===== src/hw/soc_defs.svh =====
/* SoC constants for the peripheral subsystem
   Device address map, RAM depth, UART bit timing and register offsets */
`ifndef SOC_DEFS_SVH
`define SOC_DEFS_SVH

// Device byte, held in address bits 31 to 24
`define SOC_DEV_RAM           8'h00
`define SOC_DEV_TIMER         8'h80
`define SOC_DEV_UART          8'h81

// RAM depth in 32-bit words
`define SOC_RAM_WORDS         256

// Clock cycles per transmitted UART bit
`define SOC_UART_CLKS_PER_BIT 8

// Timer register offsets
`define SOC_TMR_LOAD          8'h00
`define SOC_TMR_CTRL          8'h04
`define SOC_TMR_PEND          8'h08
`define SOC_TMR_COUNT         8'h0C

// UART register offsets
`define SOC_UART_DATA         8'h00
`define SOC_UART_STAT         8'h04

`endif


===== src/hw/soc_pkg.sv =====
/* Shared types of the peripheral subsystem
   Bus word types, device select and UART transmitter states */
package soc_pkg;

    // One bus word of address, data and byte strobes
    typedef logic [31:0] bus_addr_t;
    typedef logic [31:0] bus_data_t;

    // Any strobe bit set marks a write
    typedef logic [3:0]  bus_strb_t;

    // Device picked by the top address byte
    typedef enum logic [1:0] {
        DEV_RAM,
        DEV_TIMER,
        DEV_UART,
        DEV_NONE
    } dev_sel_e;

    // Frame phases of the UART transmitter
    typedef enum logic [1:0] {
        UART_IDLE,
        UART_START,
        UART_DATA,
        UART_STOP
    } uart_state_e;

endpackage


===== src/hw/uart_tx.sv =====
/* Bus-mapped UART transmitter
   Sends 8N1 frames LSB first, stalls DATA writes while a frame is out */
`timescale 1ns/1ps
`include "soc_defs.svh"

module uart_tx import soc_pkg::*; (
    input  logic      clk,
    input  logic      arst_n,
    input  logic      valid,
    input  bus_addr_t address,
    input  bus_strb_t wstrobe,
    input  bus_data_t wdata,
    output logic      ready,
    output bus_data_t rdata,
    output logic      tx
);

    localparam int CLKS  = `SOC_UART_CLKS_PER_BIT;
    localparam int CNT_W = $clog2(CLKS);

    uart_state_e      state_q;
    logic [CNT_W-1:0] bit_cnt_q;
    logic [2:0]       bit_idx_q;
    logic [7:0]       shift_q;
    logic             tx_q;
    logic [7:0]       offset;
    logic             busy;
    logic             data_write;
    logic             start;
    logic             bit_done;

    assign offset     = address[7:0];
    assign busy       = (state_q != UART_IDLE);
    assign data_write = (offset == `SOC_UART_DATA) && (wstrobe != '0);
    assign start      = valid && data_write && !busy;
    assign bit_done   = busy && (bit_cnt_q == CNT_W'(CLKS - 1));

    // Bit period counter, restarts at each bit boundary
    always_ff @(posedge clk or negedge arst_n) begin
        if (!arst_n) begin
            bit_cnt_q <= '0;
        end else if (!busy || bit_done) begin
            bit_cnt_q <= '0;
        end else begin
            bit_cnt_q <= bit_cnt_q + 1'b1;
        end
    end

    // Frame FSM, tx is registered to keep the line clean
    always_ff @(posedge clk or negedge arst_n) begin
        if (!arst_n) begin
            state_q   <= UART_IDLE;
            bit_idx_q <= '0;
            tx_q      <= 1'b1;
        end else begin
            case (state_q)
                UART_IDLE: begin
                    if (start) begin
                        state_q <= UART_START;
                        tx_q    <= 1'b0;
                    end
                end
                UART_START: begin
                    if (bit_done) begin
                        state_q   <= UART_DATA;
                        bit_idx_q <= '0;
                        tx_q      <= shift_q[0];
                    end
                end
                UART_DATA: begin
                    if (bit_done) begin
                        if (bit_idx_q == 3'd7) begin
                            state_q <= UART_STOP;
                            tx_q    <= 1'b1;
                        end else begin
                            bit_idx_q <= bit_idx_q + 1'b1;
                            tx_q      <= shift_q[1];
                        end
                    end
                end
                default: begin
                    // Stop bit holds the line high
                    if (bit_done) begin
                        state_q <= UART_IDLE;
                    end
                end
            endcase
        end
    end

    // Payload byte, shifted at the end of each data bit
    always_ff @(posedge clk) begin
        if (start) begin
            shift_q <= wdata[7:0];
        end else if (state_q == UART_DATA && bit_done) begin
            shift_q <= shift_q >> 1;
        end
    end

    always_comb begin
        if (offset == `SOC_UART_STAT) begin
            rdata = {31'b0, busy};
        end else begin
            rdata = '0;
        end
    end

    // Back-pressure on DATA writes until the frame ends
    assign ready = valid && !(data_write && busy);
    assign tx    = tx_q;

endmodule

===== config.mk =====
export PLATFORM = sky130hd
export DESIGN_NAME = uart_tx
export DESIGN_NICKNAME = d
export VERILOG_FILES = /design/src/hw/soc_pkg.sv /design/src/hw/uart_tx.sv
export VERILOG_INCLUDE_DIRS = /design/src /design/src/hw
export SDC_FILE = /design/constraint.sdc
export NUM_CORES = 1
export LEC_CHECK = 0
export BUFFER_PORTS_ARGS = -buffer_cell sky130_fd_sc_hd__buf_2
export CELL_PAD_IN_SITES_DETAIL_PLACEMENT = 0
export CELL_PAD_IN_SITES_GLOBAL_PLACEMENT = 1
export CORE_MARGIN = 2
export CORE_UTILIZATION = 24
export CTS_BUF_LIST = sky130_fd_sc_hd__clkbuf_8
export CTS_CLUSTER_DIAMETER = 30
export DETAILED_ROUTE_END_ITERATION = 10
export GPL_ROUTABILITY_DRIVEN = 0
export GPL_TIMING_DRIVEN = 0
export PLACE_DENSITY = 0.86
export SLEW_MARGIN = 20
export SYNTH_ARGS = -nofsm -noshare
export SYNTH_HDL_FRONTEND = slang
export SYNTH_SLANG_ARGS = --single-unit

===== constraint.sdc =====
create_clock -name clk -period 1.7 [get_ports clk]
set_input_delay 0.34 -clock clk [delete_from_list [all_inputs] [get_ports clk]]
set_output_delay 0.34 -clock clk [all_outputs]
set_load 0.02 [all_outputs]

==> reports/qor.json, run 1 <==
{
  "run_status": {
    "run_status": "complete, but fails checks",
    "failed_checks": "negative setup slack"
  },
  "power_and_ir_drop": {
    "irDropWorstVdd_uv": 511,
    "pwr-share-comb": 0.518,
    "total_leakage_power_nw": 0.856,
    "power_report.internal_total_mw": 1.20,
    "power_switching_mw": 0.669,
    "power_frac_clock": 0.166,
    "design_power_total_mw": 1.87,
    "power_density_mw_per_mm2": 1060,
    "share_seq_of_total_power": 0.316,
    "switching_share": 0.358
  },
  "timing": {
    "finalWorstSetupSlack_ns": -0.0115,
    "finalHoldViolCount": 0,
    "report.final.slew_viol_count": 0,
    "rsz0062_at_grt": "yes",
    "fmax_ghz": 0.584,
    "timing.final.setup_violations": 1,
    "fin_crit_sh": 1.01,
    "final_clock_skew_ns": 0.00484,
    "min_period_ns": 1.71
  },
  "die": {
    "core_area_sq_mm": 0.00501,
    "floorplan.die_area_sq_mm": 0.00570,
    "die_x_microns": 75.5,
    "num_io_pins": 105,
    "initial_utilization": 0.245,
    "rows": 26,
    "dieHeight_microns": 75.5
  },
  "synth": {
    "fraction_of_the_yosys_area_taken_by_sequential_cells": 0.381,
    "syn-mean-instance-area_sq_um": 10.7,
    "ys.warnings.count": 0,
    "synthFlopType": "edfxtp_1",
    "post_synth_edffs": 8,
    "post-synth-top-area-cell": "edfxtp_1",
    "synth.area.top_cells": "edfxtp_1, buf_4, dfrtp_1",
    "number_of_distinct_library_cells_after_synthesis": 31,
    "yosysMostFrequentCell": "buf_4",
    "netlist_area_sq_mm": 0.00123,
    "synth.top_cell.area_share": 0.196,
    "async_flop_share": 0.529,
    "synthCells": 115,
    "ys_ff_latch": 17,
    "synth.cells.most_frequent": "buf_4, nand2_1"
  },
  "clock_tree": {
    "tritoncts": "yes",
    "cts_sinks": 17,
    "numCtsBuffers": 3,
    "clock-root-buffer": "clkbuf_8",
    "clkLatencyLatePin_ns": 0.26,
    "cts_htree_levels": 1,
    "clk_transition_reported_paths_ns": 0.07,
    "cts.path.max_buffers": 2
  },
  "drt": {
    "detail_route.vias_per_cell": 3.70,
    "post-route-drc-count": 0,
    "postRouteAntennaNets": 0,
    "dr_total_vias": 932,
    "totalWireLength_mm": 2.45,
    "drt_iter0_drc": 10,
    "firstDrtPassIters": 3,
    "detail_routed_net_length_per_standard_cell_microns": 9.73
  },
  "worst_setup_path": {
    "cp.arrival_ns": 1.37,
    "critPathKind": "input port to output pin",
    "r2r_slack_ns": 0.09,
    "critical_path_peak_fanout": 2,
    "timing.critical_path.from_type": "input port",
    "critPathRequiredTime_ns": 1.36,
    "timing.critical_path.to_type": "output pin"
  },
  "grt": {
    "vias_in_the_first_global_route": 837,
    "grt_pass1_wl_mm": 3.63,
    "antenna_violations_before_repair": 0,
    "groute.usage.overall": 0.0852,
    "grt.overflow.total": 0,
    "maximum_number_of_pins_on_one_net_before_global_route_repair": 11
  },
  "cells_and_area": {
    "layout.nets": 262,
    "area_delta_synth_final_pct": 43.4,
    "drive_above_1_share": 0.527,
    "n_antenna_cell": 0,
    "fin_util": 0.351
  },
  "min_path": {
    "worst_min_delay_path_class": "input port to flop"
  },
  "job": {
    "cap_violations": 0
  },
  "placement": {
    "place.port_buffers": 25,
    "pre_cts_slack_ns": -0.102,
    "dp_hpwl_mm": 1.81
  }
}
==> cells in the final DEF (no fill, tap or decap), types with 3 or more instances in the layout <==
cell	instances
buf_4	40
a22o_1	4
ha_1	4
dfrtp_1	8
o21ai_0	3
mux2_2	8
clkbuf_8	3
a21oi_1	3
conb_1	31
nand2_1	8
ha_4	3
edfxtp_1	8
buf_2	21
buf_6	3
==> cell families after synthesis <==
kind of cell | after synthesis | share of synthesized area
buffers and inverters | 35 | 0.208
adders and majority gates | 8 | 0.0816
muxes | 8 | 0.0735
other | 1 | 0.00306
DFF | 17 | 0.381
and+or+nand+nor | 28 | 0.147
AOI/OAI and AO/OA | 18 | 0.106
==> power groups by stage <==
stage	logic, mW	registers (mW)	clock network [mW]
finish	0.968	0.590	0.311
CTS	0.834	0.586	0.313
global route	1.07	0.600	0.336
detailed placement	0.668	0.605	0
global placement	0.648	0.598	0
floorplan	0.527	0.596	0
==> flip-flops by register name (all words and copies together), names as in the netlist <==
name / count
state_q: 2
tx: 1
bit_cnt_q: 3
bit_idx_q: 3
shift_q: 8
==> path summary, 6_finish.rpt <==
check / startpoint / endpoint / cells past startpoint
worst max-delay path: address[6] / ready / 5
worst min-delay path: wdata[4] / shift_q[4]$_DFFE_PP_ / 2
worst max register to register: bit_cnt_q[0]$_DFF_PN0_ / state_q[1]$_DFFE_PN0P_ / 6
worst min register to register: bit_cnt_q[0]$_DFF_PN0_ / bit_cnt_q[0]$_DFF_PN0_ / 1
max in group asynchronous: arst_n / tx$_DFFE_PN1P_ / 2
min in group asynchronous: arst_n / bit_idx_q[1]$_DFFE_PN0P_ / 2
==> metal layers <==
layer,global-route usage,routed length [microns]
met5,0,0
met4,0.0292,27
met3,0.0344,198
met2,0.152,1230
met1,0.0914,995
==> timing repair <==
item / CTS / global route
setup buffers: 6 / 2
endpoints found under the hold margin: 8 / 0
hold buffers: 1 / 0
pin swaps: 1 / 5
gates resized for setup: 10 / 11
endpoints found under the setup margin: 11 / 5
cloned: 0 / 0
==> through the flow <==
| stage | TNS [ns] | hold WS, ns | instance area (sq um) | instances |
|---|---|---|---|---|
| 2_1_floorplan | 0 | 0.0444 | 1340 | 145 |
| 4_1_cts | -0.112 | 0.377 | 1680 | 251 |
| 3_5_place_dp | -0.956 | 0.209 | 1550 | 240 |
| 3_3_place_gp | -0.668 | 0.204 | 1550 | 240 |
| 5_1_grt | -0.0594 | 0.379 | 1760 | 252 |
| 6_report | -0.0115 | 0.375 | 1760 | 252 |
==> cell type report <==
class / instances / area, sq um
inverters: 3 / 11.3
well taps: 70 / 87.6
clock buffers: 3 / 41.3
clock inverters: 1 / 5.00
multi-input cells: 93 / 697
plain buffers: 31 / 233
repair buffers: 34 / 216
fillers: 531 / 3250
flip-flops and latches: 17 / 467
==> critical path, stage by stage <==
cell	delay [ns]
buf_6	0.10
nor4_4	0.26
nand2_1	0.12
o41a_1	0.42
buf_6	0.14
(Power assumes the default switching activity.)
==> inputs of run 2 (changes only) <==
--- a/config.mk
+++ b/config.mk
@@ -17,6 +17,7 @@
 export GPL_ROUTABILITY_DRIVEN = 0
 export GPL_TIMING_DRIVEN = 0
 export PLACE_DENSITY = 0.86
+export REMOVE_ABC_BUFFERS = 1
 export SLEW_MARGIN = 20
 export SYNTH_ARGS = -nofsm -noshare
 export SYNTH_HDL_FRONTEND = slang
==> run 2 against run 1 <==
Compared with the run above:
- the run still ends with negative setup slack left
- first-iteration DRC count rose by 50%
- design area fell by 15%
- final cell count fell by 13%
- combinational power fell by 17%
- worst setup slack got worse by 0.019 ns
- critical endpoint unchanged
- largest cell class unchanged
==> reports/qor.json, run 2 (same netlist as run 1, synthesis figures left out) <==
{
  "grt": {
    "grt_pass1_wl_mm": 3.27,
    "groute.usage.overall": 0.0747,
    "antenna_violations_before_repair": 0,
    "global_routing_met3_resource_utilization": 0.0198,
    "grt.overflow.total": 0,
    "maximum_number_of_pins_on_one_net_before_global_route_repair": 11,
    "top_usage_layer": "met2",
    "vias_in_the_first_global_route": 773,
    "grtUsageMet2": 0.138,
    "grt.met1_usage": 0.0831
  },
  "worst_setup_path": {
    "timing.critical_path.cells": "inv_2 -> ha_4 -> o41a_1 -> buf_6",
    "critical_path_peak_fanout": 3,
    "timing.critical_path.from_type": "flop",
    "critPathKind": "flop to output pin",
    "critPathMaxStageDelay_ns": 0.41,
    "critical_path.top_delay_family": "compound AO/OA/AOI/OAI gates",
    "cp.arrival_ns": 1.39,
    "critPathRequiredTime_ns": 1.36,
    "worst_r2r_path_cells": 6,
    "rr_startpoint": "state_q[0]$_DFFE_PN0P_",
    "worstPathBufferInverterCount": 2,
    "r2r_slack_ns": 0.08,
    "critical_path.reg2reg.endpoint": "tx$_DFFE_PN1P_",
    "timing.critical_path.to_type": "output pin",
    "critical_path_cell_count": 4,
    "cpMaxStageDelayCell": "o41a_1"
  },
  "timing": {
    "finalSetupTns_ns": -0.0300,
    "finalHoldViolCount": 0,
    "timing.final.setup_violations": 1,
    "report.final.slew_viol_count": 0,
    "final_clock_skew_ns": 0.000807,
    "min_period_ns": 1.73,
    "fin_crit_sh": 1.02,
    "hold_slack_ns": 0.387,
    "rsz0062_at_grt": "yes",
    "finalWorstSetupSlack_ns": -0.0300,
    "fmax_ghz": 0.578
  },
  "cells_and_area": {
    "area_delta_synth_final_pct": 22.6,
    "fin_util": 0.300,
    "finalNonFillerCells": 220,
    "largestRegisters": "shift_q x8, bit_cnt_q x3, bit_idx_q x3",
    "layout.nets": 230,
    "largest_register": "shift_q",
    "number_of_flip_flops_under_the_largest_register_name": 8,
    "drive_above_1_share": 0.427,
    "layout.cells.most_common_list": "conb_1, buf_2",
    "final_common_cell": "conb_1",
    "n_antenna_cell": 0
  },
  "clock_tree": {
    "numCtsBuffers": 3,
    "tritoncts": "yes",
    "clk_transition_reported_paths_ns": 0.06,
    "clkLatencyLatePin_ns": 0.25,
    "clock-root-buffer": "clkbuf_8",
    "cts_htree_levels": 1,
    "cts_sinks": 17,
    "cts.path.max_buffers": 2
  },
  "placement": {
    "dp_hpwl_mm": 1.58,
    "place.port_buffers": 25,
    "post-place-cells": 208
  },
  "min_path": {
    "min_delay_path_depth": 3,
    "worst_min_delay_path_class": "input port to flop",
    "hold_end": "shift_q[7]$_SDFFCE_PP0P_",
    "hold_path_startpoint": "wdata[7]"
  },
  "die": {
    "num_io_pins": 105,
    "initial_utilization": 0.245,
    "floorplan.die_area_sq_mm": 0.00570,
    "dieHeight_microns": 75.5,
    "core_area_sq_mm": 0.00501,
    "die_x_microns": 75.5,
    "rows": 26
  },
  "power_and_ir_drop": {
    "design_power_total_mw": 1.69,
    "irDropWorstVdd_uv": 470,
    "power_frac_clock": 0.177,
    "switching_share": 0.355,
    "power_switching_mw": 0.599,
    "share_seq_of_total_power": 0.347,
    "power_density_mw_per_mm2": 1120,
    "power_report.internal_total_mw": 1.09,
    "total_leakage_power_nw": 0.676,
    "pwr-share-comb": 0.476
  },
  "drt": {
    "drt_iter0_drc": 15,
    "dr_total_vias": 840,
    "postRouteAntennaNets": 0,
    "post-route-drc-count": 0,
    "firstDrtPassIters": 3,
    "totalWireLength_mm": 2.10,
    "detail_routed_net_length_per_standard_cell_microns": 9.53,
    "detail_route.vias_per_cell": 3.82
  },
  "run_status": {
    "run_status": "complete, but fails checks",
    "failed_checks": "negative setup slack"
  },
  "job": {
    "cap_violations": 0
  }
}
run 2: cell types whose count changed in the layout (fill, tap and decap cells not counted):
cell / change
buf_4: -32
ha_2: +1
ha_4: -1
nor2b_1: -1
nor2b_2: +1
o32ai_1: +1
o32ai_2: -1
run 2: worst max path at each step:
stage / from / end
after floorplan: state_q[0]$_DFFE_PN0P_ / rdata[0]
after global placement: state_q[0]$_DFFE_PN0P_ / state_q[1]$_DFFE_PN0P_
after CTS: address[6] / ready
final: state_q[0]$_DFFE_PN0P_ / ready
after detailed placement: state_q[0]$_DFFE_PN0P_ / shift_q[7]$_SDFFCE_PP0P_
after global routing: state_q[1]$_DFFE_PN0P_ / ready
run 2: repair_timing:
| action | CTS | global route |
|---|---|---|
| setup buffers | 5 | 2 |
| setup endpoints to repair | 22 | 12 |
| hold endpoints to repair | 8 | 0 |
| hold buffers | 1 | 0 |
| resized for setup | 11 | 9 |
| pin swaps | 4 | 3 |
run 2: cell type report:
class | count | area, sq um
Fill cell | 544 | 3510
Multi-Input combinational cell | 93 | 682
Sequential cell | 17 | 467
Timing Repair Buffer | 33 | 209
Tap cell | 70 | 87.6
Clock buffer | 3 | 41.3
Inverter | 3 | 11.3
Clock inverter | 1 | 5.00
run 2: worst min-delay path, delay by kind of cell:
kind / cells / cell delay, ns
buffers and inverters: 2 / 0.10
and+or+nand+nor: 1 / 0.08
run 2: per-stage QoR:
step	area (sq um)	worst slack [ns]
after floorplan	1090	0.0191
after global placement	1310	-0.148
after detailed placement	1310	-0.143
after CTS	1450	-0.0262
after global routing	1500	-0.0771
final	1500	-0.0300
run 2: per-layer routing:
| layer | wire length, microns | vias up |
|---|---|---|
| li1 | - | 409 |
| met1 | 862 | 404 |
| met2 | 1120 | 23 |
| met3 | 94 | 4 |
| met4 | 19 | 0 |
| met5 | 0 | - |
run 2: power by group through the flow:
stage          Clock, mW  Combinational, mW  Sequential (mW)
2_1_floorplan          0              0.450            0.596
3_3_place_gp           0              0.568            0.597
3_5_place_dp           0              0.587            0.599
4_1_cts            0.310              0.732            0.580
5_1_grt            0.321              0.900            0.598
6_report           0.297              0.802            0.585
