===== src/hw/soc_defs.svh =====
/* SoC constants for the peripheral subsystem
   Device address map, RAM depth, UART bit timing and register offsets */
`ifndef SOC_DEFS_SVH
`define SOC_DEFS_SVH

// Device byte, held in address bits 31 to 24
`define SOC_DEV_RAM           8'h00
`define SOC_DEV_TIMER         8'h80
`define SOC_DEV_UART          8'h81

// RAM depth in 32-bit words
`define SOC_RAM_WORDS         256

// Clock cycles per transmitted UART bit
`define SOC_UART_CLKS_PER_BIT 8

// Timer register offsets
`define SOC_TMR_LOAD          8'h00
`define SOC_TMR_CTRL          8'h04
`define SOC_TMR_PEND          8'h08
`define SOC_TMR_COUNT         8'h0C

// UART register offsets
`define SOC_UART_DATA         8'h00
`define SOC_UART_STAT         8'h04

`endif


===== src/hw/soc_pkg.sv =====
/* Shared types of the peripheral subsystem
   Bus word types, device select and UART transmitter states */
package soc_pkg;

    // One bus word of address, data and byte strobes
    typedef logic [31:0] bus_addr_t;
    typedef logic [31:0] bus_data_t;

    // Any strobe bit set marks a write
    typedef logic [3:0]  bus_strb_t;

    // Device picked by the top address byte
    typedef enum logic [1:0] {
        DEV_RAM,
        DEV_TIMER,
        DEV_UART,
        DEV_NONE
    } dev_sel_e;

    // Frame phases of the UART transmitter
    typedef enum logic [1:0] {
        UART_IDLE,
        UART_START,
        UART_DATA,
        UART_STOP
    } uart_state_e;

endpackage


===== src/hw/soc_timer.sv =====
/* Down-counting timer
   Reloads from LOAD on reaching zero and flags PEND, which drives irq */
`timescale 1ns/1ps
`include "soc_defs.svh"

module soc_timer import soc_pkg::*; (
    input  logic      clk,
    input  logic      arst_n,
    input  logic      valid,
    input  bus_addr_t address,
    input  bus_strb_t wstrobe,
    input  bus_data_t wdata,
    output logic      ready,
    output bus_data_t rdata,
    output logic      irq
);

    logic [7:0] offset;
    logic       wr_en;
    logic       expired;
    bus_data_t  load_q;
    bus_data_t  count_q;
    logic       ctrl_en_q;
    logic       pend_q;

    assign offset  = address[7:0];
    assign wr_en   = valid && (wstrobe != '0);
    assign expired = ctrl_en_q && (count_q == '0);

    // Register file and counter
    always_ff @(posedge clk or negedge arst_n) begin
        if (!arst_n) begin
            load_q    <= '0;
            count_q   <= '0;
            ctrl_en_q <= 1'b0;
        end else begin
            if (wr_en && offset == `SOC_TMR_LOAD) begin
                load_q  <= wdata;
                count_q <= wdata;
            end else if (expired) begin
                count_q <= load_q;
            end else if (ctrl_en_q) begin
                count_q <= count_q - 1'b1;
            end
            if (wr_en && offset == `SOC_TMR_CTRL) begin
                ctrl_en_q <= wdata[0];
            end
        end
    end

    // A new expiry wins over a clear in the same cycle
    always_ff @(posedge clk or negedge arst_n) begin
        if (!arst_n) begin
            pend_q <= 1'b0;
        end else if (expired) begin
            pend_q <= 1'b1;
        end else if (wr_en && offset == `SOC_TMR_PEND && wdata[0]) begin
            pend_q <= 1'b0;
        end
    end

    always_comb begin
        case (offset)
            `SOC_TMR_LOAD:  rdata = load_q;
            `SOC_TMR_CTRL:  rdata = {31'b0, ctrl_en_q};
            `SOC_TMR_PEND:  rdata = {31'b0, pend_q};
            `SOC_TMR_COUNT: rdata = count_q;
            default:        rdata = '0;
        endcase
    end

    // Registers answer in the same cycle
    assign ready = valid;
    assign irq   = pend_q;

endmodule


===== config.mk =====
export PLATFORM = sky130hd
export DESIGN_NAME = soc_timer
export DESIGN_NICKNAME = d
export VERILOG_FILES = /design/src/hw/soc_pkg.sv /design/src/hw/soc_timer.sv
export VERILOG_INCLUDE_DIRS = /design/src /design/src/hw
export SDC_FILE = /design/constraint.sdc
export NUM_CORES = 1
export LEC_CHECK = 0
export BUFFER_PORTS_ARGS = -buffer_cell sky130_fd_sc_hd__buf_2
export CORE_ASPECT_RATIO = 0.8
export CORE_UTILIZATION = 50
export CTS_CLUSTER_DIAMETER = 200
export DETAILED_ROUTE_END_ITERATION = 10
export PLACE_DENSITY = 0.76
export SLEW_MARGIN = 30
export SYNTH_ARGS = -nofsm -noshare
export SYNTH_HDL_FRONTEND = slang
export SYNTH_SLANG_ARGS = --single-unit

===== constraint.sdc =====
create_clock -name clk -period 4.8 [get_ports clk]
set_input_delay 0.24 -clock clk [delete_from_list [all_inputs] [get_ports clk]]
set_output_delay 0.24 -clock clk [all_outputs]
set_load 0.02 [all_outputs]

==> summary.log, run 1 <==
qor: outcome.outcome finished, violations left
qor: outcome.violations negative hold slack
qor: synth.synth_area_per_cell 8.554 µm²
qor: synth.synth_top_cell_by_area sky130_fd_sc_hd__dfrtp_1
qor: cells_and_area.areaGrowthSynthToFinish 17.85%
qor: power_and_ir_drop.seqPwrFrac 43.1%
qor: critical_path.crit_type register to register
qor: critical_path.critPathTopFamily simple AND/OR/NAND/NOR gates
qor: synth.synth-warning-count 0
qor: floorplanning.fp.dieArea 0.008213 mm²
qor: power_and_ir_drop.vdd_drop_max 208.1 µV
qor: floorplanning.io_pins 105
qor: critical_path.cp_cell_sequence inv_1, ha_1, nor4b_1, nand4bb_1, or4_1, nor3_1, xnor2_1, a21oi_1
qor: power_and_ir_drop.p_leak 2.224 nW
qor: synth.synth_seq_area_share 42.07%
qor: power_and_ir_drop.power_frac_clock 27.4%
qor: synth.synthesized_instance_count 459
qor: cts.post-cts-setup-buffers 0
qor: detailed_routing.via_per_inst 5.966
qor: power_and_ir_drop.switching_share 36.85%
qor: synth.synthAdderAreaFrac 0.3187%
qor: detailed_routing.first_iter_violations 345
qor: synth.synth.top_cell.area_share 42.07%
qor: cells_and_area.fin_nets 600
qor: synth.synth_compound_area_share 22.18%
qor: sta.worst_slew_pin_slew 0.7671 ns
qor: global_route.grt_max_degree 67
qor: critical_path.worstPathMaxFanout 6
qor: sta.fin_worst_hold_slack -0.03651 ns
qor: floorplanning.initial_utilization 52.37%
qor: power_and_ir_drop.comb_power_share 29.5%
qor: critical_path.crit_path_start_kind register
qor: global_route.groute.layer.met1.usage 39.28%
qor: critical_path.worst-path-stages 8
qor: synth.largest_family_of_logic_cells_by_synthesized_area simple AND/OR/NAND/NOR gates
qor: synth.dominantRegCellSynth sky130_fd_sc_hd__dfrtp_1
qor: cts.tritoncts_clock_tree yes
qor: critical_path.worst_path_largest_cell_delay 0.65 ns
qor: power_and_ir_drop.internal_power_component 1.289 mW
qor: synth.yosys-mux-area-fraction 1.115%
qor: global_route.grt-busiest-layer met2
qor: floorplanning.floorplan.rows 28
qor: cells_and_area.multi_input_area 0.002120 mm²
qor: detailed_routing.dr_total_vias 3806
qor: cts.cts_hold_buf 0
qor: global_route.grt_pass1_wl 17250 µm
qor: critical_path.worst-endpoint-arrival 3.35 ns
qor: synth.post_synth_edffs 0
qor: detailed_routing.wl_per_cell 16.70 µm
qor: power_and_ir_drop.report.power.total 2.041 mW
qor: cells_and_area.layout.area.seq 0.001652 mm²
qor: run.drv.max_cap_violation_count 0
qor: cts.max-clock-path-buffers 2
qor: min_path.min_delay_path_class primary input to asynchronous set/reset pin
qor: sta.min_period 3.148 ns
qor: detailed_routing.antenna_violating_nets_left 0
qor: floorplanning.die_w 101.1 µm
qor: global_route.overflow 0
qor: cells_and_area.fillerInstances 676
qor: cts.worst_skew_pair.late_latency 0.35 ns
qor: detailed_routing.route.detailed.drc 0
qor: cts.htree_levels 3
qor: synth.async_flop_share 100.0%
qor: floorplanning.floorplan.core_area 0.007497 mm²
qor: synth.postSynthRegisterBits 66
qor: cells_and_area.drive_above_1_share 23.08%
qor: sta.rsz0062_at_grt false
qor: synth.net_count_after_synthesis 531
qor: sta.finalSetupTns 0 ns
qor: detailed_routing.router_iterations_before_antenna_repair 5
qor: synth.ys_types 54
qor: sta.finalHoldViolCount 20
qor: synth.post_synth_main_area_contributors sky130_fd_sc_hd__dfrtp_1 42%, sky130_fd_sc_hd__nand2_1 11%, sky130_fd_sc_hd__a22o_1 6.9%
qor: placement.portBuffers 80
qor: sta.timing_max_transition_violations_final 0
qor: cts.clk_transition_reported_paths 0.08 ns
qor: critical_path.reg2reg_depth 8
qor: floorplanning.die_height 81.26 µm
qor: critical_path.cp_data_required_time 5.00 ns
qor: cells_and_area.antenna_cells_inserted 0
qor: placement.dp_hpwl 7042 µm
qor: synth.post_synth_xor_area_fraction 4.238%
qor: synth.synth_simple_gate_area_share 25.91%
qor: power_and_ir_drop.netSwitchingPower 752.2 µW
qor: global_route.number_of_global_route_vias_before_repair 3538
qor: cts.postCtsResizedCells 0
qor: sta.final-setup-viol-count 0
qor: placement.globalplace.congestion 0.8782
qor: cts.cts.sink_count 66
qor: global_route.use_met3 5.852%
qor: synth.synthesis.area 0.003926 mm²
qor: global_route.antenna_found_initial 0
qor: power_and_ir_drop.power_density 441.1 mW/mm²
qor: detailed_routing.routed_wl 10660 µm
qor: sta.slew-limit-headroom 48.14%
qor: critical_path.worstPathBufferInverterCount 1
qor: critical_path.timing.critical_path.slowest_stage_cell sky130_fd_sc_hd__nor4b_1
qor: cts.cts_root_buffer sky130_fd_sc_hd__clkbuf_8
qor: sta.period_share 65.58%
qor: global_route.grt_usage 27.30%
qor: sta.clock_skew 0.008209 ns
qor: critical_path.worst_setup_path_end_kind register
qor: cts.cts_made_buffers 9
qor: sta.max_freq 317.7 MHz
qor: global_route.met2_usage 41.43%
qor: synth.synth_commonest_cells 112 x sky130_fd_sc_hd__nand2_1, 66 x sky130_fd_sc_hd__dfrtp_1, 31 x sky130_fd_sc_hd__a22o_1, 28 x sky130_fd_sc_hd__o21ai_0, 21 x sky130_fd_sc_hd__clkbuf_1
qor: synth.synthMostInstantiatedCell sky130_fd_sc_hd__nand2_1
==> state kept, by name, indices dropped and copies added (netlist names) <==
name / cells
count_q: 32
load_q: 32
ctrl_en_q: 1
irq: 1
==> metal layers <==
| metal | part of all wire (%) | wire (µm) |
|---|---|---|
| met1 | 47 | 4987 |
| met2 | 44 | 4665 |
| met3 | 7.8 | 829 |
| met4 | 1.6 | 173 |
| met5 | 0 | 0 |
==> final timing paths <==
kind / from / to / slack [ns]
setup / recovery: count_q[0]$_DFFE_PN0P_ / count_q[26]$_DFFE_PN0P_ / 1.65
min in group clk: wdata[17] / load_q[17]$_DFFE_PN0P_ / 0.09
hold reg to reg: load_q[23]$_DFFE_PN0P_ / load_q[23]$_DFFE_PN0P_ / 0.51
setup reg to reg: count_q[0]$_DFFE_PN0P_ / count_q[26]$_DFFE_PN0P_ / 1.65
max in group asynchronous: arst_n / load_q[13]$_DFFE_PN0P_ / 4.38
hold / removal: arst_n / load_q[11]$_DFFE_PN0P_ / -0.04
==> worst reg2reg max path: stages, from the launching register on <==
cell and delay, ns:
sky130_fd_sc_hd__dfrtp_1 0.44, sky130_fd_sc_hd__inv_1 0.10, sky130_fd_sc_hd__ha_1 0.23, sky130_fd_sc_hd__nor4b_1 0.65, sky130_fd_sc_hd__nand4bb_1 0.37, sky130_fd_sc_hd__or4_1 0.60, sky130_fd_sc_hd__nor3_1 0.35, sky130_fd_sc_hd__xnor2_1 0.17
sky130_fd_sc_hd__a21oi_1 0.08
==> cell usage in the layout (no fill, tap or decap), types with 12 or more instances in the layout <==
master	netlist	final
sky130_fd_sc_hd__o21ai_0	28	28
sky130_fd_sc_hd__nor2_1	19	18
sky130_fd_sc_hd__buf_2	2	80
sky130_fd_sc_hd__a22o_1	31	31
sky130_fd_sc_hd__nor3_1	15	15
sky130_fd_sc_hd__clkbuf_8	0	12
sky130_fd_sc_hd__nand2_1	112	112
sky130_fd_sc_hd__dfrtp_1	66	66
sky130_fd_sc_hd__nand3_1	17	17
sky130_fd_sc_hd__a21oi_1	12	12
==> power groups by stage <==
stage | sequential, mW | combinational (mW) | clock, mW
after floorplan | 0.808 | 0.501 | 0
after global placement | 0.872 | 0.579 | 0
after detailed placement | 0.881 | 0.596 | 0
after CTS | 0.872 | 0.600 | 0.564
after global routing | 0.898 | 0.670 | 0.586
final | 0.879 | 0.602 | 0.560
==> cells by family after synthesis <==
group	after synthesis
AO/OA/AOI/OAI	121
XOR/XNOR	19
adder cells (fa/ha/maj)	1
buffers and inverters	38
flip-flops	66
multiplexers	3
AND/OR/NAND/NOR	211
==> metrics by stage <==
step	area [µm²]	setup slack [ns]	hold WS (ns)	utilization, %	cells
after floorplan	3926	2.251	-0.05559	-	459
after CTS	4623	1.755	0.08937	61.67	638
after detailed placement	4385	1.793	0.4544	58.49	622
after global placement	4385	1.862	0.4475	58.49	622
after global routing	4627	1.513	0.03172	61.72	638
final	4627	1.652	-0.03651	61.72	638
==> cell type report <==
cell class,instances,share of cell area (%)
inverter,10,0.8112
tap,105,2.839
sequential,66,35.69
clock buffer,12,3.569
multi-input combinational,355,45.81
clock inverter,4,1.568
timing repair buffer,86,9.708
Note: power is estimated with default switching activity, not from simulation.
==> inputs of run 2 (changes only) <==
Clock period 4.8 ns to 3.2 ns, I/O delays scaled along.
==> summary.log, run 2 (synthesis gave the netlist of run 1 again) <==
qor: cells_and_area.fillerInstances 667
qor: sta.slew-limit-headroom 54.18%
qor: floorplanning.die_w 101.1 µm
qor: critical_path.timing.critical_path.slowest_stage_cell sky130_fd_sc_hd__or4_4
qor: critical_path.cp_cell_sequence or4_4, or4_4, or4_4, o211ai_1, a21boi_1, o21ai_1
qor: sta.worst_slew_pin_slew 0.6873 ns
qor: critical_path.worst_setup_path_end_kind register
qor: global_route.grt_pass1_wl 17570 µm
qor: cts.cts.sink_count 66
qor: sta.period_share 90.04%
qor: cts.cts_made_buffers 9
qor: floorplanning.io_pins 105
qor: cells_and_area.layout.area.seq 0.001652 mm²
qor: cells_and_area.fin_nets 606
qor: sta.finalSetupTns 0 ns
qor: critical_path.worst-endpoint-arrival 3.11 ns
qor: power_and_ir_drop.p_leak 2.241 nW
qor: cts.postCtsResizedCells 0
qor: placement.detailedPlace.worstSlack 0.3647 ns
qor: cells_and_area.antenna_cells_inserted 0
qor: detailed_routing.dr_total_vias 3877
qor: global_route.grt_usage 27.71%
qor: global_route.met2_usage 42.31%
qor: run.drv.max_cap_violation_count 0
qor: placement.dp_hpwl 7170 µm
qor: detailed_routing.wl_per_cell 17.01 µm
qor: global_route.groute.layer.met1.usage 39.58%
qor: global_route.number_of_global_route_vias_before_repair 3602
qor: power_and_ir_drop.comb_power_share 31.7%
qor: power_and_ir_drop.vdd_drop_max 243.8 µV
qor: cells_and_area.biggestRegsByFlops count_q (32), load_q (32)
qor: cells_and_area.drive_above_1_share 23.42%
qor: placement.portBuffers 80
qor: power_and_ir_drop.power_frac_clock 24.5%
qor: cells_and_area.multi_input_area 0.002120 mm²
qor: min_path.min_delay_path_class primary input to register
qor: cells_and_area.most-common-layout-cells 112 x sky130_fd_sc_hd__nand2_1, 80 x sky130_fd_sc_hd__buf_2, 66 x sky130_fd_sc_hd__dfrtp_1
qor: power_and_ir_drop.switching_share 37.55%
qor: critical_path.most_repeated_library_cell_on_the_critical_path sky130_fd_sc_hd__or4_4
qor: critical_path.crit_type register to register
qor: sta.finalHoldViolCount 0
qor: global_route.overflow 0
qor: cts.post-cts-setup-buffers 0
qor: cts.clk_transition_reported_paths 0.07 ns
qor: floorplanning.floorplan.rows 28
qor: floorplanning.die_height 81.26 µm
qor: sta.min_period 2.881 ns
qor: critical_path.worstPathMaxFanout 31
qor: global_route.use_met3 6.024%
qor: floorplanning.floorplan.core_area 0.007497 mm²
qor: detailed_routing.route.detailed.drc 0
qor: sta.final-setup-viol-count 0
qor: placement.numPlacedInstances 627
qor: cts.tritoncts_clock_tree yes
qor: detailed_routing.first_iter_violations 344
qor: power_and_ir_drop.internal_power_component 1.879 mW
qor: critical_path.cp_data_required_time 3.43 ns
qor: cts.worst_skew_pair.late_latency 0.35 ns
qor: critical_path.crit_path_start_kind register
qor: cells_and_area.mostFrequentLayoutCell sky130_fd_sc_hd__nand2_1
qor: sta.timing_max_transition_violations_final 0
qor: global_route.grt-busiest-layer met2
qor: sta.timing.final.ws_setup 0.3187 ns
qor: global_route.grt_max_degree 49
qor: detailed_routing.antenna_violating_nets_left 0
qor: sta.clock_skew 0.01075 ns
qor: floorplanning.fp.dieArea 0.008213 mm²
qor: detailed_routing.via_per_inst 6.030
qor: cts.cts_root_buffer sky130_fd_sc_hd__clkbuf_8
qor: floorplanning.initial_utilization 52.37%
qor: cts.max-clock-path-buffers 2
qor: cells_and_area.areaGrowthSynthToFinish 18.42%
qor: cells_and_area.finalNonFillerCells 643
qor: outcome.outcome finished, final reports clean
qor: sta.rsz0062_at_grt false
qor: power_and_ir_drop.netSwitchingPower 1.130 mW
qor: critical_path.worst_path_largest_cell_delay 0.76 ns
qor: cts.htree_levels 3
qor: power_and_ir_drop.seqPwrFrac 43.7%
qor: detailed_routing.router_iterations_before_antenna_repair 6
qor: detailed_routing.routed_wl 10940 µm
qor: placement.globalplace.congestion 0.8862
qor: sta.max_freq 347.1 MHz
qor: power_and_ir_drop.power_density 647.1 mW/mm²
qor: global_route.antenna_found_initial 0
==> run 2: layout make-up <==
cell class              count  share of cell area [%]
multi-input cells         355                   45.59
repair buffers             92                   10.87
well taps                 105                   2.826
clock inverters             2                  0.7535
flip-flops and latches     66                   35.52
inverters                  10                  0.8073
clock buffers              13                   3.633
==> run 2: final timing paths <==
check	from	end	slack [ns]	depth (start not counted)
min reg2reg	load_q[30]$_DFFE_PN0P_	load_q[30]$_DFFE_PN0P_	0.51	2
max reg2reg	count_q[25]$_DFFE_PN0P_	count_q[0]$_DFFE_PN0P_	0.32	6
max in group asynchronous	arst_n	load_q[14]$_DFFE_PN0P_	1.90	3
min	wdata[1]	load_q[1]$_DFFE_PN0P_	0.02	3
max	count_q[25]$_DFFE_PN0P_	count_q[0]$_DFFE_PN0P_	0.32	6
min in group asynchronous	arst_n	load_q[9]$_DFFE_PN0P_	0.30	2
==> run 2: layer usage <==
metal  wire length (µm)  part of all wire [%]
met1               5010                    46
met2               4842                    44
met3               1010                   9.2
met4                 76                  0.69
met5                  0                     0
==> run 2: stage by stage <==
| step | util (%) | area (µm²) | hold slack (ns) | power (mW) |
|---|---|---|---|---|
| floorplan | - | 3926 | -0.1356 | 1.964 |
| global placement | 59.16 | 4436 | 0.1352 | 2.214 |
| detailed placement | 59.16 | 4436 | 0.1436 | 2.258 |
| CTS | 62.02 | 4649 | 0.01700 | 2.994 |
| global route | 62.02 | 4649 | 0.02380 | 3.201 |
| finish | 62.02 | 4649 | 0.01961 | 3.009 |
==> run 2: critical path, delay by kind of cell, from the launching register on <==
kind            cells  cell delay (ns)
simple gates        3             1.80
flops               1             0.45
compound gates      3             0.50
==> run 2: power groups by stage <==
stage                     logic (mW)  clock network [mW]  registers (mW)
after floorplan                0.752                   0            1.21
after global placement         0.912                   0            1.30
after detailed placement       0.939                   0            1.32
after CTS                      0.946               0.744            1.30
after global routing            1.07               0.781            1.35
final                          0.955               0.739            1.31
==> run 2: repair_timing <==
action                                  in CTS  in global routing
hold endpoints to repair                    19                  0
endpoints found under the setup margin       0                  0
hold buffers                                 1                  0
