--- config.mk ---
export PLATFORM = sky130hd
export DESIGN_NAME = bus_decoder
export DESIGN_NICKNAME = d
export VERILOG_FILES = /design/src/hw/soc_pkg.sv /design/src/hw/bus_decoder.sv
export VERILOG_INCLUDE_DIRS = /design/src /design/src/hw
export SDC_FILE = /design/constraint.sdc
export NUM_CORES = 1
export LEC_CHECK = 0
export BUFFER_PORTS_ARGS = -buffer_cell sky130_fd_sc_hd__buf_2
export CORE_AREA = 2 2 65 67
export DETAILED_ROUTE_END_ITERATION = 10
export DIE_AREA = 0 0 67 69
export PLACE_DENSITY = 0.79
export SLEW_MARGIN = 20
export SYNTH_ARGS = -nofsm -noshare
export SYNTH_HDL_FRONTEND = slang
export SYNTH_SLANG_ARGS = --single-unit
--- constraint.sdc ---
create_clock -name vclk -period 1.7
set_input_delay 0.085 -clock vclk [all_inputs]
set_output_delay 0.085 -clock vclk [all_outputs]
set_load 0.01 [all_outputs]
--- src/hw/soc_defs.svh ---
/* SoC constants for the peripheral subsystem
   Device address map, RAM depth, UART bit timing and register offsets */
`ifndef SOC_DEFS_SVH
`define SOC_DEFS_SVH

// Device byte, held in address bits 31 to 24
`define SOC_DEV_RAM           8'h00
`define SOC_DEV_TIMER         8'h80
`define SOC_DEV_UART          8'h81

// RAM depth in 32-bit words
`define SOC_RAM_WORDS         256

// Clock cycles per transmitted UART bit
`define SOC_UART_CLKS_PER_BIT 8

// Timer register offsets
`define SOC_TMR_LOAD          8'h00
`define SOC_TMR_CTRL          8'h04
`define SOC_TMR_PEND          8'h08
`define SOC_TMR_COUNT         8'h0C

// UART register offsets
`define SOC_UART_DATA         8'h00
`define SOC_UART_STAT         8'h04

`endif

--- src/hw/soc_pkg.sv ---
/* Shared types of the peripheral subsystem
   Bus word types, device select and UART transmitter states */
package soc_pkg;

    // One bus word of address, data and byte strobes
    typedef logic [31:0] bus_addr_t;
    typedef logic [31:0] bus_data_t;

    // Any strobe bit set marks a write
    typedef logic [3:0]  bus_strb_t;

    // Device picked by the top address byte
    typedef enum logic [1:0] {
        DEV_RAM,
        DEV_TIMER,
        DEV_UART,
        DEV_NONE
    } dev_sel_e;

    // Frame phases of the UART transmitter
    typedef enum logic [1:0] {
        UART_IDLE,
        UART_START,
        UART_DATA,
        UART_STOP
    } uart_state_e;

endpackage

--- src/hw/bus_decoder.sv ---
/* Bus decoder
   Routes valid to one device by address byte and muxes ready and rdata back */
`timescale 1ns/1ps
`include "soc_defs.svh"

module bus_decoder import soc_pkg::*; (
    input  logic      valid,
    input  bus_addr_t address,

    output logic      ram_valid,
    output logic      timer_valid,
    output logic      uart_valid,

    input  logic      ram_ready,
    input  logic      timer_ready,
    input  logic      uart_ready,
    input  bus_data_t ram_rdata,
    input  bus_data_t timer_rdata,
    input  bus_data_t uart_rdata,

    output logic      ready,
    output bus_data_t rdata
);

    logic [7:0] dev_byte;
    dev_sel_e   dev_sel;

    assign dev_byte = address[31:24];

    always_comb begin
        case (dev_byte)
            `SOC_DEV_RAM:   dev_sel = DEV_RAM;
            `SOC_DEV_TIMER: dev_sel = DEV_TIMER;
            `SOC_DEV_UART:  dev_sel = DEV_UART;
            default:        dev_sel = DEV_NONE;
        endcase
    end

    assign ram_valid   = valid && (dev_sel == DEV_RAM);
    assign timer_valid = valid && (dev_sel == DEV_TIMER);
    assign uart_valid  = valid && (dev_sel == DEV_UART);

    always_comb begin
        case (dev_sel)
            DEV_RAM: begin
                ready = ram_ready;
                rdata = ram_rdata;
            end
            DEV_TIMER: begin
                ready = timer_ready;
                rdata = timer_rdata;
            end
            DEV_UART: begin
                ready = uart_ready;
                rdata = uart_rdata;
            end
            default: begin
                // Unmapped space completes at once and reads zero
                ready = valid;
                rdata = '0;
            end
        endcase
    end

endmodule

==> flow_summary_export.csv, run 1 <==
group,metric,value,unit
worst_setup_path,worstPathRequired,1.62,ns
cells_and_area,layout_common_cells,"buf_2 (144), nand2_1 (64), mux2_2 (32)",
min_path,hold_class,"in -> out",
worst_setup_path,crit_path_cell_trace,"buf_2 -> nor4_4 -> nand2_4 -> buf_4 -> a21oi_2 -> buf_2",
status,status,"complete, no violations",
drt,ant_nets,0,
cells_and_area,final-seq-area,0,µm²
placed_design,gp_congestion,0.778,
synth,ys_warn_count,0,
power_and_ir_drop,pwr-share-seq,0,%
clock_network,cts_setup_buffers,0,
drt,drt_first_pass_iters,4,
timing,fmax,0.783,GHz
drt,drt_iter0_drc,11,
synth,synth_area_leaders,"mux2_2 (33%), a21oi_2 (24%), nand2_1 (22%), buf_4 (4.8%), buf_6 (3.1%)",
power_and_ir_drop,swShare,44.0,%
worst_setup_path,worstPathArrival,1.19,ns
power_and_ir_drop,vdd_drop_max,98.0,µV
power_and_ir_drop,power_switching,0.000139,W
floorplanning,die_height,69,µm
grt,grt_pass1_wl,5820,µm
clock_network,cts.repair.resized,0,
worst_setup_path,slowest_delay,0.38,ns
grt,overflow,0,
clock_network,postCtsHoldBufs,0,
timing,whs,0.500,ns
floorplanning,die_w,67,µm
timing,rsz0062_at_grt,"false",
synth,synth_area,1100,µm²
cells_and_area,clock_buffers,0,
worst_setup_path,crit_fanout,18,
floorplanning,pin_count,168,
power_and_ir_drop,leakagePower,0.974,nW
flow_run,max_cap_viol_count,0,
synth,synth_nets,289,
floorplanning,start_util,28.2,%
worst_setup_path,critPathCaptureType,"output pin",
power_and_ir_drop,internal-power,0.000177,W
synth,synth.distinct_cells,23,
timing,finalHoldViolCount,0,
synth,synth-adder-area-share,0,%
placed_design,hpwl,3250,µm
floorplanning,core-area,3910,µm²
worst_setup_path,cp_top_family,"buffers and inverters",
drt,wl_per_cell,11.3,µm
synth,yosys.area.top_type_share,32.6,%
worst_setup_path,crit_path_top_delay_cell,"nor4_4",
cells_and_area,flops_and_latches,0,
synth,yosysTopAreaCell,"mux2_2",
cells_and_area,finalInstanceArea,1840,µm²
drt,vias_per_cell,4.63,
synth,syn_avg_cell_area,7.04,µm²
timing,fin_setup_tns,0,ns
cells_and_area,num_antenna_cells,0,
drt,route.detailed.drc,0,
grt,antenna_found_initial,0,
placed_design,placed_area,1840,µm²
synth,synth-simple-area-share,30.0,%
cells_and_area,drive_above_1_share,73.8,%
timing,fin_crit,1.28,ns
cells_and_area,area_growth,66.4,%
grt,grt_max_degree,20,
floorplanning,die-area,4620,µm²
timing,relSlewSlack,77.2,%
synth,syn_inst,157,
timing,setup_viol,0,
synth,synthXorXnorAreaFrac,0,%
cells_and_area,final_common_cell,"buf_2",
placed_design,portBuffers,144,
timing,setup_slack,0.423,ns
worst_setup_path,path_buf_inv,3,
synth,synth-compound-area-share,26.5,%
power_and_ir_drop,combPwrFrac,100.0,%
grt,grt_use_total,14.8,%
worst_setup_path,crit_top_cell,"buf_2",
placed_design,place_ws,0.408,ns
power_and_ir_drop,power_frac_clock,0,%
worst_setup_path,critPathKind,"in -> out",
cells_and_area,nets,428,
timing,max_slew.worst_pin.slew,0.340,ns
timing,fin_crit_sh,75.1,%
drt,routed_wl,3890,µm
synth,synth_mux_area_share,33.5,%
synth,synth_top_family_by_area,"multiplexers",
power_and_ir_drop,p_per_area,172,nW/µm²
synth,ys_seq_area_share,0,%
drt,via_count,1591,
grt,grt_pass1_vias,1478,
timing,report.final.slew_viol_count,0,
worst_setup_path,cp-start-kind,"primary input",
floorplanning,rows,23,
## kinds of logic (layout without fill, tap and decap cells)
logic type	count (synthesis)	after routing
AOI/OAI and AO/OA	34	34
buffers and inverters	16	153
muxes	33	33
and+or+nand+nor	74	74
## metal layers
layer | part of all wire (%) | global-route usage, % | up-vias
met3 | 11 | 2.12 | 0
met5 | 0 | 0 | -
met2 | 52 | 30.9 | 90
met4 | 0 | 0 | 0
li1 | - | - | 810
met1 | 37 | 15.6 | 691
## cells in the mapped netlist (all sizes together)
master and number:
mux2i 1, mux2 32, and4 1, nor2 1, nor4 1, buf 14, nand4 1, and2 2
inv 2, o221a 1, nand2 65, a41oi 1, and3 1, nor2b 1, a21oi 32, nor4b 1
## final timing paths
path | start | end | cells past startpoint
worst max-delay path | address[25] | rdata[27] | 6
worst min-delay path | uart_rdata[6] | rdata[6] | 4
## layout make-up
class | count | area [µm²]
Timing Repair Buffer | 151 | 773
Multi-Input combinational cell | 141 | 995
Tap cell | 50 | 62.6
Inverter | 2 | 7.51
Fill cell | 401 | 2080
## power groups by stage
| stage | sequential, W | combinational (W) | clock [W] |
|---|---|---|---|
| after detailed placement | 0 | 0.000318 | 0 |
| after CTS | 0 | 0.000319 | 0 |
| after global placement | 0 | 0.000311 | 0 |
| after global routing | 0 | 0.000350 | 0 |
| final | 0 | 0.000317 | 0 |
| after floorplan | 0 | 0.000174 | 0 |
## metrics by stage
step	std cells	utilization, %	total power, W
4_1_cts	344	47.0	0.000319
2_1_floorplan	157	-	0.000174
3_5_place_dp	344	47.0	0.000318
5_1_grt	344	47.0	0.000350
3_3_place_gp	344	47.0	0.000311
6_report	344	47.0	0.000317
No activity file was read; power rests on OpenSTA's default activity.
==> inputs of run 2 (changes only) <==
--- a/config.mk
+++ b/config.mk
@@ -6,11 +6,12 @@
 export SDC_FILE = /design/constraint.sdc
 export NUM_CORES = 1
 export LEC_CHECK = 0
+export ABC_AREA = 1
 export BUFFER_PORTS_ARGS = -buffer_cell sky130_fd_sc_hd__buf_2
-export CORE_AREA = 2 2 65 67
+export CORE_AREA = 2 2 66 68
 export DETAILED_ROUTE_END_ITERATION = 10
-export DIE_AREA = 0 0 67 69
-export PLACE_DENSITY = 0.79
+export DIE_AREA = 0 0 68 70
+export PLACE_DENSITY = 0.71
 export SLEW_MARGIN = 20
 export SYNTH_ARGS = -nofsm -noshare
 export SYNTH_HDL_FRONTEND = slang
==> constraint.sdc (replaced) <==
create_clock -name vclk -period 1.3
set_input_delay 0.065 -clock vclk [all_inputs]
set_output_delay 0.065 -clock vclk [all_outputs]
set_load 0.01 [all_outputs]
==> flow_summary_export.csv, run 2 <==
group,metric,value,unit
grt,grt_pass1_wl,5330,µm
worst_setup_path,worstPathRequired,1.24,ns
power_and_ir_drop,p_per_area,121,nW/µm²
cells_and_area,final-seq-area,0,µm²
timing,report.final.slew_viol_count,0,
timing,max_slew.worst_pin.slew,0.127,ns
placed_design,portBuffers,144,
power_and_ir_drop,power_switching,0.0000754,W
floorplanning,pin_count,168,
timing,fmax,0.912,GHz
min_path,holdPathEnd,"rdata[6]",
worst_setup_path,critPathKind,"in -> out",
drt,routed_wl,3550,µm
floorplanning,rows,24,
grt,grt_use_met1,15.2,%
power_and_ir_drop,swShare,36.6,%
grt,grt_max_degree,23,
placed_design,hpwl,3040,µm
grt,antenna_found_initial,0,
cells_and_area,clock_buffers,0,
synth,yosysTopAreaCell,"nand2_1",
min_path,hold_class,"in -> out",
worst_setup_path,critPathCaptureType,"output pin",
grt,overflow,0,
power_and_ir_drop,combPwrFrac,100.0,%
synth,synth_area,911,µm²
timing,finalHoldViolCount,0,
worst_setup_path,cp-start-kind,"primary input",
clock_network,postCtsHoldBufs,0,
synth,syn_avg_cell_area,5.27,µm²
synth,yosys.area.top_type_share,40.8,%
cells_and_area,num_antenna_cells,0,
timing,fin_crit,1.10,ns
min_path,hold_path_depth,4,
power_and_ir_drop,vdd_drop_max,63.8,µV
min_path,worstHoldStart,"ram_rdata[6]",
cells_and_area,nets,448,
placed_design,place_ws,0.175,ns
floorplanning,start_util,22.0,%
synth,synth_nets,305,
timing,setup_viol,0,
timing,rsz0062_at_grt,"false",
synth,synth.distinct_cells,13,
synth,synth_common_cells,"nand2_1 (99), nand3_2 (20), nand3_1 (14), buf_6 (8), nand2_2 (8)",
grt,grtUsageMet2,27.2,%
drt,drt_first_pass_iters,4,
placed_design,gp_congestion,0.731,
grt,use_met3,0.966,%
grt,grt_use_total,13.4,%
power_and_ir_drop,power_frac_clock,0,%
drt,drt_iter0_drc,29,
floorplanning,die-area,4760,µm²
synth,yosysMostFrequentCell,"nand2_1",
timing,fin_setup_tns,0,ns
cells_and_area,flops_and_latches,0,
cells_and_area,drive_above_1_share,59.6,%
drt,route.detailed.drc,0,
power_and_ir_drop,pwr-share-seq,0,%
floorplanning,core-area,4140,µm²
cells_and_area,layout_common_cells,"buf_2 (144), nand2_1 (99), nand3_2 (20)",
timing,fin_crit_sh,84.3,%
synth,ys_seq_area_share,0,%
drt,via_count,1537,
floorplanning,die_w,68,µm
grt,grt_pass1_vias,1331,
worst_setup_path,worstPathArrival,1.03,ns
cells_and_area,final_common_cell,"buf_2",
clock_network,cts.repair.resized,0,
synth,syn_inst,173,
grt,grt_busiest_layer,"met2",
timing,relSlewSlack,91.5,%
floorplanning,die_height,70,µm
cells_and_area,area_growth,86.5,%
power_and_ir_drop,finalPower,0.000206,W
clock_network,cts_setup_buffers,0,
worst_setup_path,crit_fanout,10,
timing,setup_slack,0.204,ns
synth,synth_area_leaders,"nand2_1 (41%), nand3_2 (22%), buf_6 (9.9%), nand3_1 (7.7%), nand2_2 (5.5%)",
cells_and_area,fin_util,41.0,%
drt,ant_nets,0,
status,status,"complete, no violations",
drt,wl_per_cell,9.69,µm
synth,ys_warn_count,0,
power_and_ir_drop,leakagePower,1.18,nW
flow_run,max_cap_viol_count,0,
power_and_ir_drop,internal-power,0.000131,W
drt,vias_per_cell,4.20,
[run 2: changes by cell type after synthesis, moves of 6 or more]
cell	before	now
a21oi_2	30	0
buf_4	7	0
inv_1	1	7
mux2_2	32	0
nand2_1	64	99
nand2_2	0	8
nand3_1	0	14
nand3_2	0	20
[run 2: power groups by stage]
stage / sequential (W) / clock [W] / combinational [W]
after CTS: 0 / 0 / 0.000208
after detailed placement: 0 / 0 / 0.000207
after floorplan: 0 / 0 / 0.0000393
final: 0 / 0 / 0.000206
after global placement: 0 / 0 / 0.000204
after global routing: 0 / 0 / 0.000232
[run 2: area by class of cell]
cell class / count / area (µm²)
timing repair buffer: 150 / 828
tap: 52 / 65.1
multi-input combinational: 151 / 749
inverter: 13 / 56.3
fill: 441 / 2440
[run 2: worst max path at each step]
stage / startpoint / to / slack, ns / depth (start not counted)
4_1_cts: address[29] / rdata[0] / 0.17 / 10
2_1_floorplan: address[27] / rdata[13] / 0.49 / 8
3_3_place_gp: address[27] / rdata[29] / 0.19 / 10
6_report: address[29] / rdata[3] / 0.20 / 10
3_5_place_dp: address[29] / rdata[0] / 0.17 / 10
5_1_grt: address[29] / rdata[29] / 0.07 / 10
[run 2: per-layer routing]
layer / vias to the layer above / wire [µm] / share of wire (%)
met5: - / 0 / 0
met4: 0 / 7 / 0.20
met3: 2 / 365 / 10
met2: 75 / 1760 / 50
met1: 641 / 1410 / 40
li1: 819 / - / -
[run 2: logic make-up (layout without fill, tap and decap cells)]
group                  count (synthesis)  count (layout)  share of synthesized area [%]
and+or+nand+nor                      151             151                           82.3
buffers and inverters                 22             163                           17.7
[run 2: through the flow]
| step | instances | hold WS (ns) | area (µm²) |
|---|---|---|---|
| after detailed placement | 366 | 0.416 | 1700 |
| after global routing | 366 | 0.429 | 1700 |
| after global placement | 366 | 0.412 | 1700 |
| final | 366 | 0.415 | 1700 |
| after CTS | 366 | 0.417 | 1700 |
| after floorplan | 173 | 0.245 | 911 |
[run 2: worst max-delay path: stages]
cell and delay, ns:
buf_2 0.09, inv_1 0.05, nand2_2 0.06, nor2_1 0.13, nand2_2 0.11, inv_4 0.08, buf_4 0.17, nand2_1 0.08
nand3_2 0.06, buf_2 0.12
==> inputs of run 3 (changes only) <==
--- a/config.mk
+++ b/config.mk
@@ -11,7 +11,7 @@
 export CORE_AREA = 2 2 66 68
 export DETAILED_ROUTE_END_ITERATION = 10
 export DIE_AREA = 0 0 68 70
-export PLACE_DENSITY = 0.71
+export PLACE_DENSITY = 0.74
 export SLEW_MARGIN = 20
 export SYNTH_ARGS = -nofsm -noshare
 export SYNTH_HDL_FRONTEND = slang
==> constraint.sdc (replaced) <==
create_clock -name vclk -period 0.98
set_input_delay 0.049 -clock vclk [all_inputs]
set_output_delay 0.049 -clock vclk [all_outputs]
set_load 0.01 [all_outputs]
==> flow_summary_export.csv, run 3 (synthesis results as in run 2) <==
group,metric,value,unit
power_and_ir_drop,finalPower,0.000414,W
timing,report.final.slew_viol_count,0,
worst_setup_path,worstPathRequired,0.93,ns
cells_and_area,num_antenna_cells,0,
grt,overflow,0,
floorplanning,die-area,4760,µm²
worst_setup_path,critPathCaptureType,"output pin",
power_and_ir_drop,leakagePower,1.75,nW
floorplanning,rows,24,
status,violations,"setup timing",
grt,grt_max_degree,18,
drt,routed_wl,5810,µm
placed_design,hpwl,3320,µm
grt,grt_pass1_vias,1495,
timing,fin_crit,1.07,ns
grt,grt_use_total,16.1,%
cells_and_area,area_growth,196,%
timing,setup_viol,33,
cells_and_area,final_common_cell,"buf_2",
timing,max_slew.worst_pin.slew,0.129,ns
placed_design,gp_congestion,0.640,
placed_design,portBuffers,144,
drt,drt_iter0_drc,34,
power_and_ir_drop,power_frac_clock,0,%
drt,drt_first_pass_iters,4,
worst_setup_path,critPathKind,"in -> out",
drt,via_count,1781,
status,status,"finished with violations",
cells_and_area,clock_buffers,0,
grt,grt_pass1_wl,6220,µm
cells_and_area,layout_common_cells,"buf_2 (105), nand2_2 (57), buf_6 (40)",
grt,antenna_found_initial,0,
power_and_ir_drop,power_switching,0.000191,W
cells_and_area,drive_above_1_share,91.5,%
floorplanning,pin_count,168,
drt,wl_per_cell,15.2,µm
floorplanning,die_w,68,µm
power_and_ir_drop,internal-power,0.000223,W
floorplanning,die_height,70,µm
timing,finalHoldViolCount,0,
min_path,hold_class,"in -> out",
floorplanning,core-area,4140,µm²
cells_and_area,final-seq-area,0,µm²
timing,setup_slack,-0.0901,ns
drt,route.detailed.drc,0,
timing,fin_setup_tns,-1.96,ns
drt,vias_per_cell,4.65,
timing,relSlewSlack,91.4,%
worst_setup_path,worstPathArrival,1.02,ns
power_and_ir_drop,pwr-share-seq,0,%
power_and_ir_drop,combPwrFrac,100.0,%
drt,ant_nets,0,
timing,rsz0062_at_grt,"true",
worst_setup_path,cp-start-kind,"primary input",
timing,fmax,0.934,GHz
power_and_ir_drop,swShare,46.0,%
power_and_ir_drop,p_per_area,154,nW/µm²
timing,fin_crit_sh,109,%
power_and_ir_drop,vdd_drop_max,117,µV
cells_and_area,flops_and_latches,0,
flow_run,max_cap_viol_count,0,
floorplanning,start_util,22.0,%
clock_network,postCtsHoldBufs,0,
worst_setup_path,crit_fanout,7,
cells_and_area,nets,465,
[run 3: cell types whose count changed in the layout (fill, tap and decap cells not counted), moves of 2 or more]
cell       before  now
nand2_1        99   18
nand2_2         8   57
buf_6           0   40
buf_2         144  105
nand2_4         0   32
nand3_1        14    2
nand3_2        20   32
clkbuf_16       0    9
buf_4           1    7
inv_1           7    3
clkinv_4        0    3
nor2_1          6    4
[run 3: what timing repair did]
item,CTS,global route
pin swaps,1,34
endpoints found under the setup margin,33,36
buffers inserted,3,1
gates resized for setup,26,154
gates cloned,0,9
[run 3: critical path: stages]
cell       delay [ns]
buf_6            0.09
inv_4            0.05
nand2_2          0.06
nor2_4           0.14
nand2_2          0.10
clkinv_4         0.11
clkbuf_16        0.18
nand2_2          0.07
nand3_2          0.07
buf_6            0.10
[run 3: layout make-up]
cell class                 instances  area, µm²
inverter                          13       71.3
tap                               52       65.1
fill                             339       1450
multi-input combinational        151       1180
timing repair buffer             167       1370
[run 3: path summary, 6_finish.rpt]
kind,slack (ns),end,from,cells after the start
setup / recovery,-0.09,rdata[22],address[25],10
hold / removal,0.37,rdata[14],uart_rdata[14],4
[run 3: per-layer routing]
metal	global-route usage, %	wire (µm)	part of all wire [%]
met1	17.6	2020	35
met2	33.1	3340	58
met3	0.966	359	6.2
met4	1.11	91	1.6
met5	0	0	0
[run 3: per-stage QoR]
step                      hold slack (ns)  utilization [%]  cell area (µm²)  worst slack, ns  instances
after floorplan                     0.213                -              911            0.197        173
after global placement              0.381             42.0             1740          -0.0539        370
after detailed placement            0.385             42.0             1740          -0.0779        370
after CTS                           0.373             45.7             1890          -0.0626        373
after global routing                0.388             65.0             2690           -0.160        383
final                               0.369             65.0             2690          -0.0901        383
[run 3: power groups by stage]
stage	Combinational, W	Sequential [W]	Clock, W
3_3_place_gp	0.000277	0	0
5_1_grt	0.000441	0	0
2_1_floorplan	0.0000522	0	0
4_1_cts	0.000301	0	0
3_5_place_dp	0.000281	0	0
6_report	0.000414	0	0
